`src/design/alu_pkg.sv`:
```
package alu_pkg;

   // datapath widths
   localparam int OPERAND_W     = 64;
   localparam int SCALAR_W      = 32;
   localparam int FLAGS_W       = 6;
   localparam int LANE16_W      = 16;
   localparam int LANE32_W      = 32;
   localparam int SHIFT_COUNT_W = 5;   // count comes from b[4:0]

   // flag bit positions, shared by mask and value vectors
   localparam int FLAG_OF = 5;
   localparam int FLAG_SF = 4;
   localparam int FLAG_ZF = 3;
   localparam int FLAG_AF = 2;
   localparam int FLAG_CF = 1;
   localparam int FLAG_PF = 0;

   typedef logic [OPERAND_W-1:0] operand_t;
   typedef logic [FLAGS_W-1:0]   eflags_t;

   // codes 3, 5, 6 and 14 are free
   typedef enum logic [3:0] {
      PASS_A = 4'd0,
      ADD    = 4'd1,
      AND    = 4'd2,
      PASS_B = 4'd4,
      NOT    = 4'd7,
      OR     = 4'd8,
      PADDW  = 4'd9,
      PADDD  = 4'd10,
      PMIN   = 4'd11,
      SAL    = 4'd12,
      SAR    = 4'd13,
      PMAX   = 4'd15
   } alu_op_e;

   // anything outside these three is handled as 32 bits
   typedef enum logic [2:0] {
      SIZE_8  = 3'd1,
      SIZE_16 = 3'd2,
      SIZE_32 = 3'd3
   } opsize_e;

endpackage

```
`src/design/alu_arith.sv`:
```
`timescale 1ns/10ps

module alu_arith import alu_pkg::*; (
   input  operand_t a,
   input  operand_t b,
   input  opsize_e  opsize,
   output operand_t result,
   output eflags_t  flags,
   output eflags_t  flag_mask
);

   logic [8:0]          sum8;        // msb is the carry out
   logic [16:0]         sum16;
   logic [SCALAR_W:0]   sum32;
   logic [4:0]          nibble_sum;  // half carry source
   logic                of8;
   logic                of16;
   logic                of32;

   assign sum8  = {1'b0, a[7:0]} + {1'b0, b[7:0]};
   assign sum16 = {1'b0, a[15:0]} + {1'b0, b[15:0]};
   assign sum32 = {1'b0, a[SCALAR_W-1:0]} + {1'b0, b[SCALAR_W-1:0]};

   // overflow when both operands share a sign that the sum does not
   assign of8  = (a[7] == b[7]) && (sum8[7] != a[7]);
   assign of16 = (a[15] == b[15]) && (sum16[15] != a[15]);
   assign of32 = (a[SCALAR_W-1] == b[SCALAR_W-1]) && (sum32[SCALAR_W-1] != a[SCALAR_W-1]);

   assign nibble_sum = {1'b0, a[3:0]} + {1'b0, b[3:0]};

   always_comb begin
      flags          = '0;
      flags[FLAG_AF] = nibble_sum[4];   // same for every size
      case (opsize)
         SIZE_8: begin
            result         = OPERAND_W'(sum8[7:0]);
            flags[FLAG_OF] = of8;
            flags[FLAG_SF] = sum8[7];
            flags[FLAG_ZF] = (sum8[7:0] == 8'h00);
            flags[FLAG_CF] = sum8[8];
         end
         SIZE_16: begin
            result         = OPERAND_W'(sum16[15:0]);
            flags[FLAG_OF] = of16;
            flags[FLAG_SF] = sum16[15];
            flags[FLAG_ZF] = (sum16[15:0] == 16'h0000);
            flags[FLAG_CF] = sum16[16];
         end
         default: begin
            result         = OPERAND_W'(sum32[SCALAR_W-1:0]);
            flags[FLAG_OF] = of32;
            flags[FLAG_SF] = sum32[SCALAR_W-1];
            flags[FLAG_ZF] = (sum32[SCALAR_W-1:0] == '0);
            flags[FLAG_CF] = sum32[SCALAR_W];
         end
      endcase
   end

   // add touches every flag, PF is filled in by the result stage
   assign flag_mask = '1;

endmodule

```
`src/design/alu_logic.sv`:
```
`timescale 1ns/10ps

module alu_logic import alu_pkg::*; (
   input  operand_t a,
   input  operand_t b,
   input  opsize_e  opsize,
   input  alu_op_e  alu_op,
   output operand_t result,
   output eflags_t  flags,
   output eflags_t  flag_mask
);

   operand_t raw;
   operand_t size_mask;
   logic     sign_bit;

   always_comb begin
      case (alu_op)
         OR:      raw = a | b;
         NOT:     raw = ~a;
         default: raw = a & b;
      endcase
   end

   always_comb begin
      case (opsize)
         SIZE_8:  size_mask = OPERAND_W'(8'hff);
         SIZE_16: size_mask = OPERAND_W'(16'hffff);
         default: size_mask = OPERAND_W'({SCALAR_W{1'b1}});
      endcase
   end

   assign result = raw & size_mask;   // zero extended to 64

   always_comb begin
      case (opsize)
         SIZE_8:  sign_bit = result[7];
         SIZE_16: sign_bit = result[15];
         default: sign_bit = result[SCALAR_W-1];
      endcase
   end

   // OF and CF are always cleared, AF is left alone
   always_comb begin
      flags          = '0;
      flags[FLAG_SF] = sign_bit;
      flags[FLAG_ZF] = (result == '0);
      flag_mask      = '0;
      if (alu_op != NOT) begin
         flag_mask          = '1;
         flag_mask[FLAG_AF] = 1'b0;
      end
   end

endmodule

```
`src/design/alu_shift.sv`:
```
`timescale 1ns/10ps

module alu_shift import alu_pkg::*; (
   input  operand_t a,
   input  operand_t b,
   input  alu_op_e  alu_op,
   output operand_t result,
   output eflags_t  flags,
   output eflags_t  flag_mask
);

   logic [SHIFT_COUNT_W-1:0] count;
   logic [SCALAR_W:0]        left_ext;    // extra msb catches the bit shifted out
   logic [SCALAR_W:0]        right_ext;   // extra lsb catches the bit shifted out
   logic [SCALAR_W-1:0]      shifted;
   logic                     carry;
   logic                     is_sar;
   logic                     count_zero;
   logic                     count_one;

   assign count  = b[SHIFT_COUNT_W-1:0];
   assign is_sar = (alu_op == SAR);

   assign left_ext  = {1'b0, a[SCALAR_W-1:0]} << count;
   assign right_ext = $signed({a[SCALAR_W-1:0], 1'b0}) >>> count;   // sign fills from the top

   always_comb begin
      if (is_sar) begin
         shifted = right_ext[SCALAR_W:1];
         carry   = right_ext[0];
      end else begin
         shifted = left_ext[SCALAR_W-1:0];
         carry   = left_ext[SCALAR_W];
      end
   end

   assign count_zero = (count == '0);
   assign count_one  = (count == SHIFT_COUNT_W'(1));

   // a zero count leaves a[31:0] untouched, so no special case on the data
   assign result = OPERAND_W'(shifted);

   always_comb begin
      flags          = '0;
      flags[FLAG_SF] = shifted[SCALAR_W-1];
      flags[FLAG_ZF] = (shifted == '0);
      flags[FLAG_CF] = carry;
      // OF only defined for single-bit shifts; SAR always clears it
      flags[FLAG_OF] = count_one && !is_sar && (shifted[SCALAR_W-1] ^ carry);
   end

   always_comb begin
      flag_mask = '0;
      if (!count_zero) begin
         flag_mask[FLAG_SF] = 1'b1;
         flag_mask[FLAG_ZF] = 1'b1;
         flag_mask[FLAG_CF] = 1'b1;
         flag_mask[FLAG_PF] = 1'b1;
         flag_mask[FLAG_OF] = count_one;
      end
   end

endmodule

```
`src/design/alu_simd.sv`:
```
`timescale 1ns/10ps

module alu_simd import alu_pkg::*; (
   input  operand_t a,
   input  operand_t b,
   input  alu_op_e  alu_op,
   output operand_t result
);

   localparam int N16 = OPERAND_W / LANE16_W;
   localparam int N32 = OPERAND_W / LANE32_W;

   operand_t paddw_out;
   operand_t paddd_out;
   operand_t compare_out;
   logic     pick_min;

   // bit 2 tells PMAX (15) from PMIN (11)
   assign pick_min = ~alu_op[2];

   // lane adders wrap, no carry leaves a lane
   for (genvar i = 0; i < N16; i++) begin : g_addw
      assign paddw_out[i*LANE16_W +: LANE16_W] =
         a[i*LANE16_W +: LANE16_W] + b[i*LANE16_W +: LANE16_W];
   end

   for (genvar i = 0; i < N32; i++) begin : g_addd
      assign paddd_out[i*LANE32_W +: LANE32_W] =
         a[i*LANE32_W +: LANE32_W] + b[i*LANE32_W +: LANE32_W];
   end

   for (genvar i = 0; i < N16; i++) begin : g_cmp
      logic [LANE16_W-1:0] a_lane;
      logic [LANE16_W-1:0] b_lane;
      logic                b_larger;
      logic                take_b;

      assign a_lane   = a[i*LANE16_W +: LANE16_W];
      assign b_lane   = b[i*LANE16_W +: LANE16_W];
      assign b_larger = (b_lane > a_lane);   // unsigned compare
      assign take_b   = b_larger ^ pick_min;  // equal lanes give the same value either way

      assign compare_out[i*LANE16_W +: LANE16_W] = take_b ? b_lane : a_lane;
   end

   always_comb begin
      case (alu_op)
         PADDW:   result = paddw_out;
         PADDD:   result = paddd_out;
         default: result = compare_out;   // PMIN, PMAX
      endcase
   end

endmodule

```
`src/design/alu_result_stage.sv`:
```
`timescale 1ns/10ps

module alu_result_stage import alu_pkg::*; (
   input  logic     clk,
   input  logic     reset,
   input  logic     valid,
   input  alu_op_e  alu_op,
   input  operand_t arith_result,
   input  eflags_t  arith_flags,
   input  eflags_t  arith_mask,
   input  operand_t logic_result,
   input  eflags_t  logic_flags,
   input  eflags_t  logic_mask,
   input  operand_t shift_result,
   input  eflags_t  shift_flags,
   input  eflags_t  shift_mask,
   input  operand_t simd_result,
   input  operand_t a,
   input  operand_t b,
   output logic     out_valid,
   output operand_t alu_out,
   output eflags_t  set_eflags,
   output eflags_t  eflags_out
);

   operand_t sel_result;
   eflags_t  sel_flags;
   eflags_t  sel_mask;
   eflags_t  next_flags;
   eflags_t  next_mask;
   logic     parity_even;

   always_comb begin
      sel_result = '0;   // free opcodes fall through as zero
      sel_flags  = '0;
      sel_mask   = '0;
      case (alu_op)
         PASS_A: sel_result = a;
         PASS_B: sel_result = b;
         ADD: begin
            sel_result = arith_result;
            sel_flags  = arith_flags;
            sel_mask   = arith_mask;
         end
         AND, OR, NOT: begin
            sel_result = logic_result;
            sel_flags  = logic_flags;
            sel_mask   = logic_mask;
         end
         SAL, SAR: begin
            sel_result = shift_result;
            sel_flags  = shift_flags;
            sel_mask   = shift_mask;
         end
         PADDW, PADDD, PMIN, PMAX: sel_result = simd_result;   // packed ops leave flags alone
         default: sel_result = '0;
      endcase
   end

   // even parity over the low byte of the result
   assign parity_even = ~^sel_result[7:0];

   always_comb begin
      next_mask          = sel_mask;
      next_mask[FLAG_PF] = |sel_mask;
      next_flags          = sel_flags;
      next_flags[FLAG_PF] = parity_even;
      next_flags          = next_flags & next_mask;
   end

   always_ff @(posedge clk) begin
      if (reset) begin
         out_valid  <= 1'b0;
         set_eflags <= '0;
         eflags_out <= '0;
      end else begin
         out_valid <= valid;
         if (valid) begin
            set_eflags <= next_mask;
            eflags_out <= next_flags;
         end
      end
   end

   always_ff @(posedge clk) begin
      if (valid) alu_out <= sel_result;   // holds while out_valid is low
   end

endmodule

```
`src/design/alu_top.sv`:
```
`timescale 1ns/10ps

module alu_top import alu_pkg::*; (
   input  logic     clk,
   input  logic     reset,
   input  logic     in_valid,
   input  alu_op_e  alu_op,
   input  opsize_e  opsize,
   input  operand_t a,
   input  operand_t b,
   output logic     out_valid,
   output operand_t alu_out,
   output eflags_t  set_eflags,
   output eflags_t  eflags_out
);

   logic     valid_q;
   alu_op_e  alu_op_q;
   opsize_e  opsize_q;
   operand_t a_q;
   operand_t b_q;

   operand_t arith_result;
   eflags_t  arith_flags;
   eflags_t  arith_mask;
   operand_t logic_result;
   eflags_t  logic_flags;
   eflags_t  logic_mask;
   operand_t shift_result;
   eflags_t  shift_flags;
   eflags_t  shift_mask;
   operand_t simd_result;

   // input register, first of the two stages
   always_ff @(posedge clk) begin
      if (reset) valid_q <= 1'b0;
      else       valid_q <= in_valid;
   end

   always_ff @(posedge clk) begin
      alu_op_q <= alu_op;
      opsize_q <= opsize;
      a_q      <= a;
      b_q      <= b;
   end

   alu_arith alu_arith_inst (
      .a(a_q), .b(b_q), .opsize(opsize_q),
      .result(arith_result), .flags(arith_flags), .flag_mask(arith_mask)
   );

   alu_logic alu_logic_inst (
      .a(a_q), .b(b_q), .opsize(opsize_q), .alu_op(alu_op_q),
      .result(logic_result), .flags(logic_flags), .flag_mask(logic_mask)
   );

   alu_shift alu_shift_inst (
      .a(a_q), .b(b_q), .alu_op(alu_op_q),
      .result(shift_result), .flags(shift_flags), .flag_mask(shift_mask)
   );

   alu_simd alu_simd_inst (
      .a(a_q), .b(b_q), .alu_op(alu_op_q), .result(simd_result)
   );

   alu_result_stage alu_result_stage_inst (
      .clk(clk), .reset(reset), .valid(valid_q), .alu_op(alu_op_q),
      .arith_result(arith_result), .arith_flags(arith_flags), .arith_mask(arith_mask),
      .logic_result(logic_result), .logic_flags(logic_flags), .logic_mask(logic_mask),
      .shift_result(shift_result), .shift_flags(shift_flags), .shift_mask(shift_mask),
      .simd_result(simd_result), .a(a_q), .b(b_q),
      .out_valid(out_valid), .alu_out(alu_out),
      .set_eflags(set_eflags), .eflags_out(eflags_out)
   );

endmodule

```
`config.mk`:
```
export PLATFORM = sky130hd
export DESIGN_NAME = alu_top
export DESIGN_NICKNAME = d
export VERILOG_FILES = /design/src/design/alu_pkg.sv /design/src/design/alu_arith.sv /design/src/design/alu_logic.sv /design/src/design/alu_shift.sv /design/src/design/alu_simd.sv /design/src/design/alu_result_stage.sv /design/src/design/alu_top.sv
export SDC_FILE = /design/constraint.sdc
export NUM_CORES = 1
export LEC_CHECK = 0
export BUFFER_PORTS_ARGS = -buffer_cell sky130_fd_sc_hd__buf_2
export CORE_UTILIZATION = 45
export CTS_BUF_LIST = sky130_fd_sc_hd__clkbuf_2 sky130_fd_sc_hd__clkbuf_4 sky130_fd_sc_hd__clkbuf_8
export CTS_CLUSTER_SIZE = 28
export DETAILED_ROUTE_END_ITERATION = 12
export SETUP_SLACK_MARGIN = 0.02
export SYNTH_ARGS = -nofsm -noshare
export SYNTH_HDL_FRONTEND = slang
export SYNTH_HIERARCHICAL = 1
export SYNTH_SLANG_ARGS = --single-unit
```
`constraint.sdc`:
```
create_clock -name clk -period 12.04 [get_ports clk]
set_clock_uncertainty 0.1 [all_clocks]
set_input_delay 0 -clock clk [delete_from_list [all_inputs] [get_ports clk]]
set_output_delay 0 -clock clk [all_outputs]
set_load 0.02 [all_outputs]
```
==> results.txt, run 1 <==
status - finished clean
worst slew pin tran - 1.26 ns
WP buf/inv - 0
H-tree depth - 2
root buf cell - clkbuf_8
number of global-route vias before repair - 25700
Placed Cells - 3761
Area growth, synth to finish - 18.7%
Fin. Hold Viols - 0
CTS tree - built
GPL Wtd Cong - 1.04
Final Slew Violations - 0
Die X - 235 um
Post-Route WL - 108000 um
# setup viols final - 0
cts repair resizes - 0
# nets final - 3678
CTS buffer count - 37
setup_tns - 0 ns
Routed WL per cell - 26.4 um
share of post-route cells with drive strength above 1 - 15.2%
clock sinks - 213
Pleak - 12.2 nW
Total Power - 2.73 mW
Max Cap Violations - 0
Die Ht - 235 um
GRT overflow - 0
Die ar. - 0.0553 mm^2
worst skew pair latency - 0.67 ns
Pwr Density - 94.2 mW/mm^2
DRT antenna net count - 0
Max clock buf depth - 3
Crit. End Element - flop
RSZ-0062 raised after global routing - no
Hold WC Path Type - primary input to flop
Cell Rows - 85
CP max stage delay - 0.75 ns
first-pass GRT wire length - 161000 um
Max Clock Freq - 184 MHz
first-pass detailed-route iteration total - 8
Crit path max-delay family - compound AO/OA/AOI/OAI gates
Syn Std Cell Area - 0.0244 mm^2
Worst Setup Path Type - flop to flop
Via density - 6.42
DPL Wire Length - 75800 um
gr usage total - 38.0%
crit-path max FO - 55
CP arrival - 5.82 ns
most used cell, CP - a21oi_1
Top-Level Pins - 215
Cells after Synth - 3010
Final period util - 45.2%
synthesis warning total - 6
number of port buffers - 214
drt drc - 0
Worst-path clk slew - 0.07 ns
crit path max-delay cell type - a311oi_1
vias after detailed routing - 26400
largest net degree at the start of global routing - 75
WP data required - 12.42 ns
antenna violations before repair - 4
syn_area_per_cell - 8.12 um^2
Initial Util - 45.5%
Startpoint Class - flop
peak supply drop - 0.000139 V
Tmin final - 5.44 ns
Slew HR - 15.6%
Core Area - 0.0537 mm^2
DR iter-0 viols - 2832
cells along the critical path - ha_1 > fa_1 > a21o_1 > a221o_1 > a311oi_1 > o21ai_0 > a311o_1 > a21oi_1 > xnor2_1 > nor4_2 > a41o_1 > a222oi_1 > nor3_1 > a21oi_1 > nor2_1
Final Non-Filler Cells - 4103
[metal layers]
layer  wire, um  GRT usage (%)
met1      41900           46.5
met2      50700           63.0
met3       9090           6.56
met4       6410           21.6
met5         29          0.260
[flip-flops by register name, summed over array words and instances, names as in the netlist]
| name | count |
|---|---|
| opsize_q | 3 |
| alu_result_stage_inst/alu_out | 64 |
| valid_q | 1 |
| alu_result_stage_inst/set_eflags | 6 |
| alu_result_stage_inst/out_valid | 1 |
| b_q | 64 |
| alu_op_q | 4 |
| a_q | 64 |
| alu_result_stage_inst/eflags_out | 6 |
[what timing repair did]
item / in CTS / in global routing
endpoints found under the setup margin: 0 / 0
buffers inserted: 0 / 0
endpoints found under the hold margin: 149 / 0
hold buffers: 273 / 0
[metrics by stage]
step / util (%) / cell area [um^2] / setup WS, ns / hold slack, ns
after floorplan: - / 24800 / 7.70 / -0.0723
after global placement: 47.4 / 25500 / 6.63 / 0.00233
after detailed placement: 47.4 / 25500 / 6.57 / 0.00357
after CTS: 54.0 / 29000 / 6.56 / 0.180
after global routing: 54.1 / 29000 / 6.37 / 0.216
final: 54.1 / 29000 / 6.60 / 0.202
[power by group]
part	internal [mW]	total, mW	switching (mW)	leakage [nW]
sequential	0.789	0.854	0.0653	1.87
combinational	0.452	1.14	0.688	9.92
clock	0.401	0.741	0.340	0.429
total	1.64	2.73	1.09	12.2
[final timing paths]
| path | startpoint | endpoint | slack, ns | depth (start not counted) |
|---|---|---|---|---|
| worst max-delay path | b_q[0] | alu_result_stage_inst/eflags_out[3] | 6.60 | 15 |
| worst min-delay path | reset | alu_result_stage_inst/out_valid | 0.20 | 3 |
| worst min register to register | alu_result_stage_inst/set_eflags[2] | alu_result_stage_inst/set_eflags[2] | 0.37 | 2 |
| worst max register to register | b_q[0] | alu_result_stage_inst/eflags_out[3] | 6.60 | 15 |
[worst min-delay path, cell delays in order]
cell and delay, ns:
dlygate4sd3_1 0.53, buf_2 0.23, nor2_1 0.11
[layout by cell type, fill, tap and decap left out, types with 27 or more instances in the layout]
cell type / instances
xnor2_1: 42
xor2_1: 27
clkbuf_8: 42
a22oi_1: 182
edfxtp_1: 64
mux2_2: 53
o21bai_1: 27
mux2i_1: 142
a221oi_1: 28
nand4_1: 27
nor2b_1: 28
dlygate4sd3_1: 273
nand2b_1: 29
a21oi_1: 214
dfxtp_1: 142
buf_4: 70
inv_1: 126
conb_1: 108
nand2_1: 188
buf_2: 214
nor3_1: 57
nor4_1: 27
nor2_1: 263
nand3_1: 107
mux4_2: 43
maj3_1: 32
ha_1: 158
a211oi_1: 31
o21ai_0: 94
o22ai_1: 62
a21o_1: 44
[cell type report]
class	count	area [um^2]
fill	4983	24700
multi-input combinational	2439	17600
sequential	213	4920
timing repair buffer	557	4330
tap	696	871
clock buffer	59	706
inverter	129	484
clock inverter	9	109
antenna	1	2.50
(Power assumes the default switching activity.)
==> run 2, diff against run 1 <==
- clock period: 12.04 -> 5.7 ns (I/O delays scaled with it)
==> run 2 against run 1 <==
  * Flip-flop and latch count stayed put
  * First-iteration DRC count is 21% higher
  * Maximum frequency is 12% higher
  * Sequential share of layout area is 0.090 points lower
  * Final area is 0.53% higher
  * Die area stayed put
  * Cell count is 0.37% higher
  * Non-clock buffer count is 14 higher
  * Clock-buffer cell count is 2 lower
  * Worst setup slack worse by 5.7 ns
  * Register-to-register slack worse by 5.7 ns
  * Critical path type unchanged
  * The flow now finishes with violations (design-rule violations)
==> results.txt, run 2 (synthesized netlist as in run 1, its figures left out) <==
failing checks - design-rule violations
number of global-route vias before repair - 25600 (was 25700)
first-pass detailed-route iteration total - 12 (was 8)
DRT antenna net count - 0 (unchanged)
Top-Level Pins - 215 (unchanged)
CP arrival - 5.23 ns (was 5.82 ns)
first-pass GRT wire length - 162000 um (was 161000 um)
Final Slew Violations - 0 (unchanged)
Design Area, Final - 0.0292 mm^2 (was 0.0290 mm^2)
Routed WL per cell - 26.3 um (was 26.4 um)
GPL Wtd Cong - 1.08 (was 1.04)
peak supply drop - 0.000185 V (was 0.000139 V)
Final period util - 84.9% (was 45.2%)
number of port buffers - 214 (unchanged)
# nets final - 3694 (was 3678)
largest net degree at the start of global routing - 96 (was 75)
share of post-route cells with drive strength above 1 - 15.7% (was 15.2%)
FILL cells - 4985 (was 4983)
Max Clock Freq - 207 MHz (was 184 MHz)
Hold WC Path Type - primary input to flop (unchanged)
vias after detailed routing - 26800 (was 26400)
Via density - 6.51 (was 6.42)
Die ar. - 0.0553 mm^2 (unchanged)
storage element area - 0.00492 mm^2 (unchanged)
Startpoint Class - flop (unchanged)
Worst Setup Path Type - flop to flop (unchanged)
root buf cell - clkbuf_8 (unchanged)
Area growth, synth to finish - 19.4% (was 18.7%)
clock sinks - 213 (unchanged)
worst slew pin tran - 1.27 ns (was 1.26 ns)
Cell Rows - 85 (unchanged)
post-layout util - 54.3% (was 54.1%)
Die X - 235 um (unchanged)
area of the multi-input gates - 0.0176 mm^2 (unchanged)
H-tree depth - 2 (unchanged)
Fin. Hold Viols - 0 (unchanged)
post-CTS setup buffer count - 0 (unchanged)
drt drc - 2 (was 0)
DPL Wire Length - 78500 um (was 75800 um)
antenna violations before repair - 4 (unchanged)
Slew HR - 14.7% (was 15.6%)
Core Area - 0.0537 mm^2 (unchanged)
Max clock buf depth - 3 (unchanged)
Crit. End Element - flop (unchanged)
Tmin final - 4.84 ns (was 5.44 ns)
commonest cells after routing, fill and taps aside - 267 x dlygate4sd3_1, 263 x nor2_1, 214 x a21oi_1, 214 x buf_2, 188 x nand2_1 (was 273 x dlygate4sd3_1, 263 x nor2_1, 214 x a21oi_1, 214 x buf_2, 188 x nand2_1)
WP data required - 6.09 ns (was 12.42 ns)
most common cell after layout, fill and taps aside - dlygate4sd3_1 (unchanged)
Post-Route WL - 108000 um (about the same)
CTS tree - built (unchanged)
GRT overflow - 0 (unchanged)
Regs by FF count - a_q x64, alu_result_stage_inst/alu_out x64, b_q x64 (unchanged)
status - finished with violations (was finished clean)
RSZ-0062 raised after global routing - no (unchanged)
Max Cap Violations - 0 (unchanged)
setup_tns - 0 ns (unchanged)
DR iter-0 viols - 3430 (was 2832)
gr usage total - 37.9% (was 38.0%)
# setup viols final - 0 (unchanged)
Die Ht - 235 um (unchanged)
Pleak - 12.3 nW (was 12.2 nW)
CTS buffer count - 39 (was 37)
dpl cell area - 0.0257 mm^2 (was 0.0255 mm^2)
worst skew pair latency - 0.63 ns (was 0.67 ns)
Initial Util - 45.5% (unchanged)
Worst-path clk slew - 0.07 ns (about the same)
Pwr Density - 201 mW/mm^2 (was 94.2 mW/mm^2)
crit-path max FO - 16 (was 55)
[run 2: cell type report]
class	instances	area share (%)
inverter	129	1.66
tap	696	2.98
clock inverter	12	0.454
multi-input combinational	2439	60.3
clock buffer	57	2.39
sequential	213	16.9
antenna	1	0.00857
timing repair buffer	571	15.3
[run 2: metrics by stage]
stage | setup WS (ns) | power (mW) | hold slack, ns | cells
final | 0.860 | 5.85 | 0.0261 | 4118
after global routing | 0.513 | 6.09 | 0.0281 | 4118
after CTS | 0.931 | 5.78 | 0.0108 | 4117
after detailed placement | 0.945 | 4.02 | 0.00326 | 3781
after global placement | 1.06 | 4.01 | 0.00211 | 3781
after floorplan | 1.36 | 3.36 | -0.0723 | 3114
[run 2: power breakdown]
group / switching [mW] / internal (mW) / leakage, nW
clock: 0.705 / 0.919 / 0.438
sequential: 0.148 / 1.67 / 1.87
combinational: 1.45 / 0.968 / 10.0
[run 2: final timing paths]
kind	startpoint	slack, ns	cells past startpoint	to
max	a_q[1]	0.86	16	alu_result_stage_inst/eflags_out[0]
min	a[11]	0.03	2	a_q[11]
max reg2reg	a_q[1]	0.86	16	alu_result_stage_inst/eflags_out[0]
min reg2reg	alu_result_stage_inst/set_eflags[2]	0.37	2	alu_result_stage_inst/set_eflags[2]
[run 2: critical path, stage by stage (launching register included)]
cell,delay (ns)
dfxtp_1,0.69
inv_1,0.18
ha_1,0.37
a21oi_1,0.08
o21bai_1,0.13
a21oi_1,0.12
o221ai_1,0.20
o21a_1,0.73
mux2i_1,0.26
a221oi_1,0.13
and3b_1,0.23
a311o_1,0.32
a211o_2,0.36
xor2_1,0.19
xor2_1,0.22
xnor3_1,0.25
o41ai_2,0.19
[run 2: routing by layer]
metal | vias up | routed length (um) | track usage [%]
li1 | 12000 | - | -
met3 | 355 | 10000 | 6.38
met5 | - | 0 | 0
met2 | 1642 | 47900 | 59.7
met4 | 0 | 7140 | 23.3
met1 | 12800 | 43100 | 48.4
[run 2: repair_timing]
item | CTS | global route
hold buffers | 267 | 0
resized for setup | 0 | 0
endpoints found under the hold margin | 149 | 0
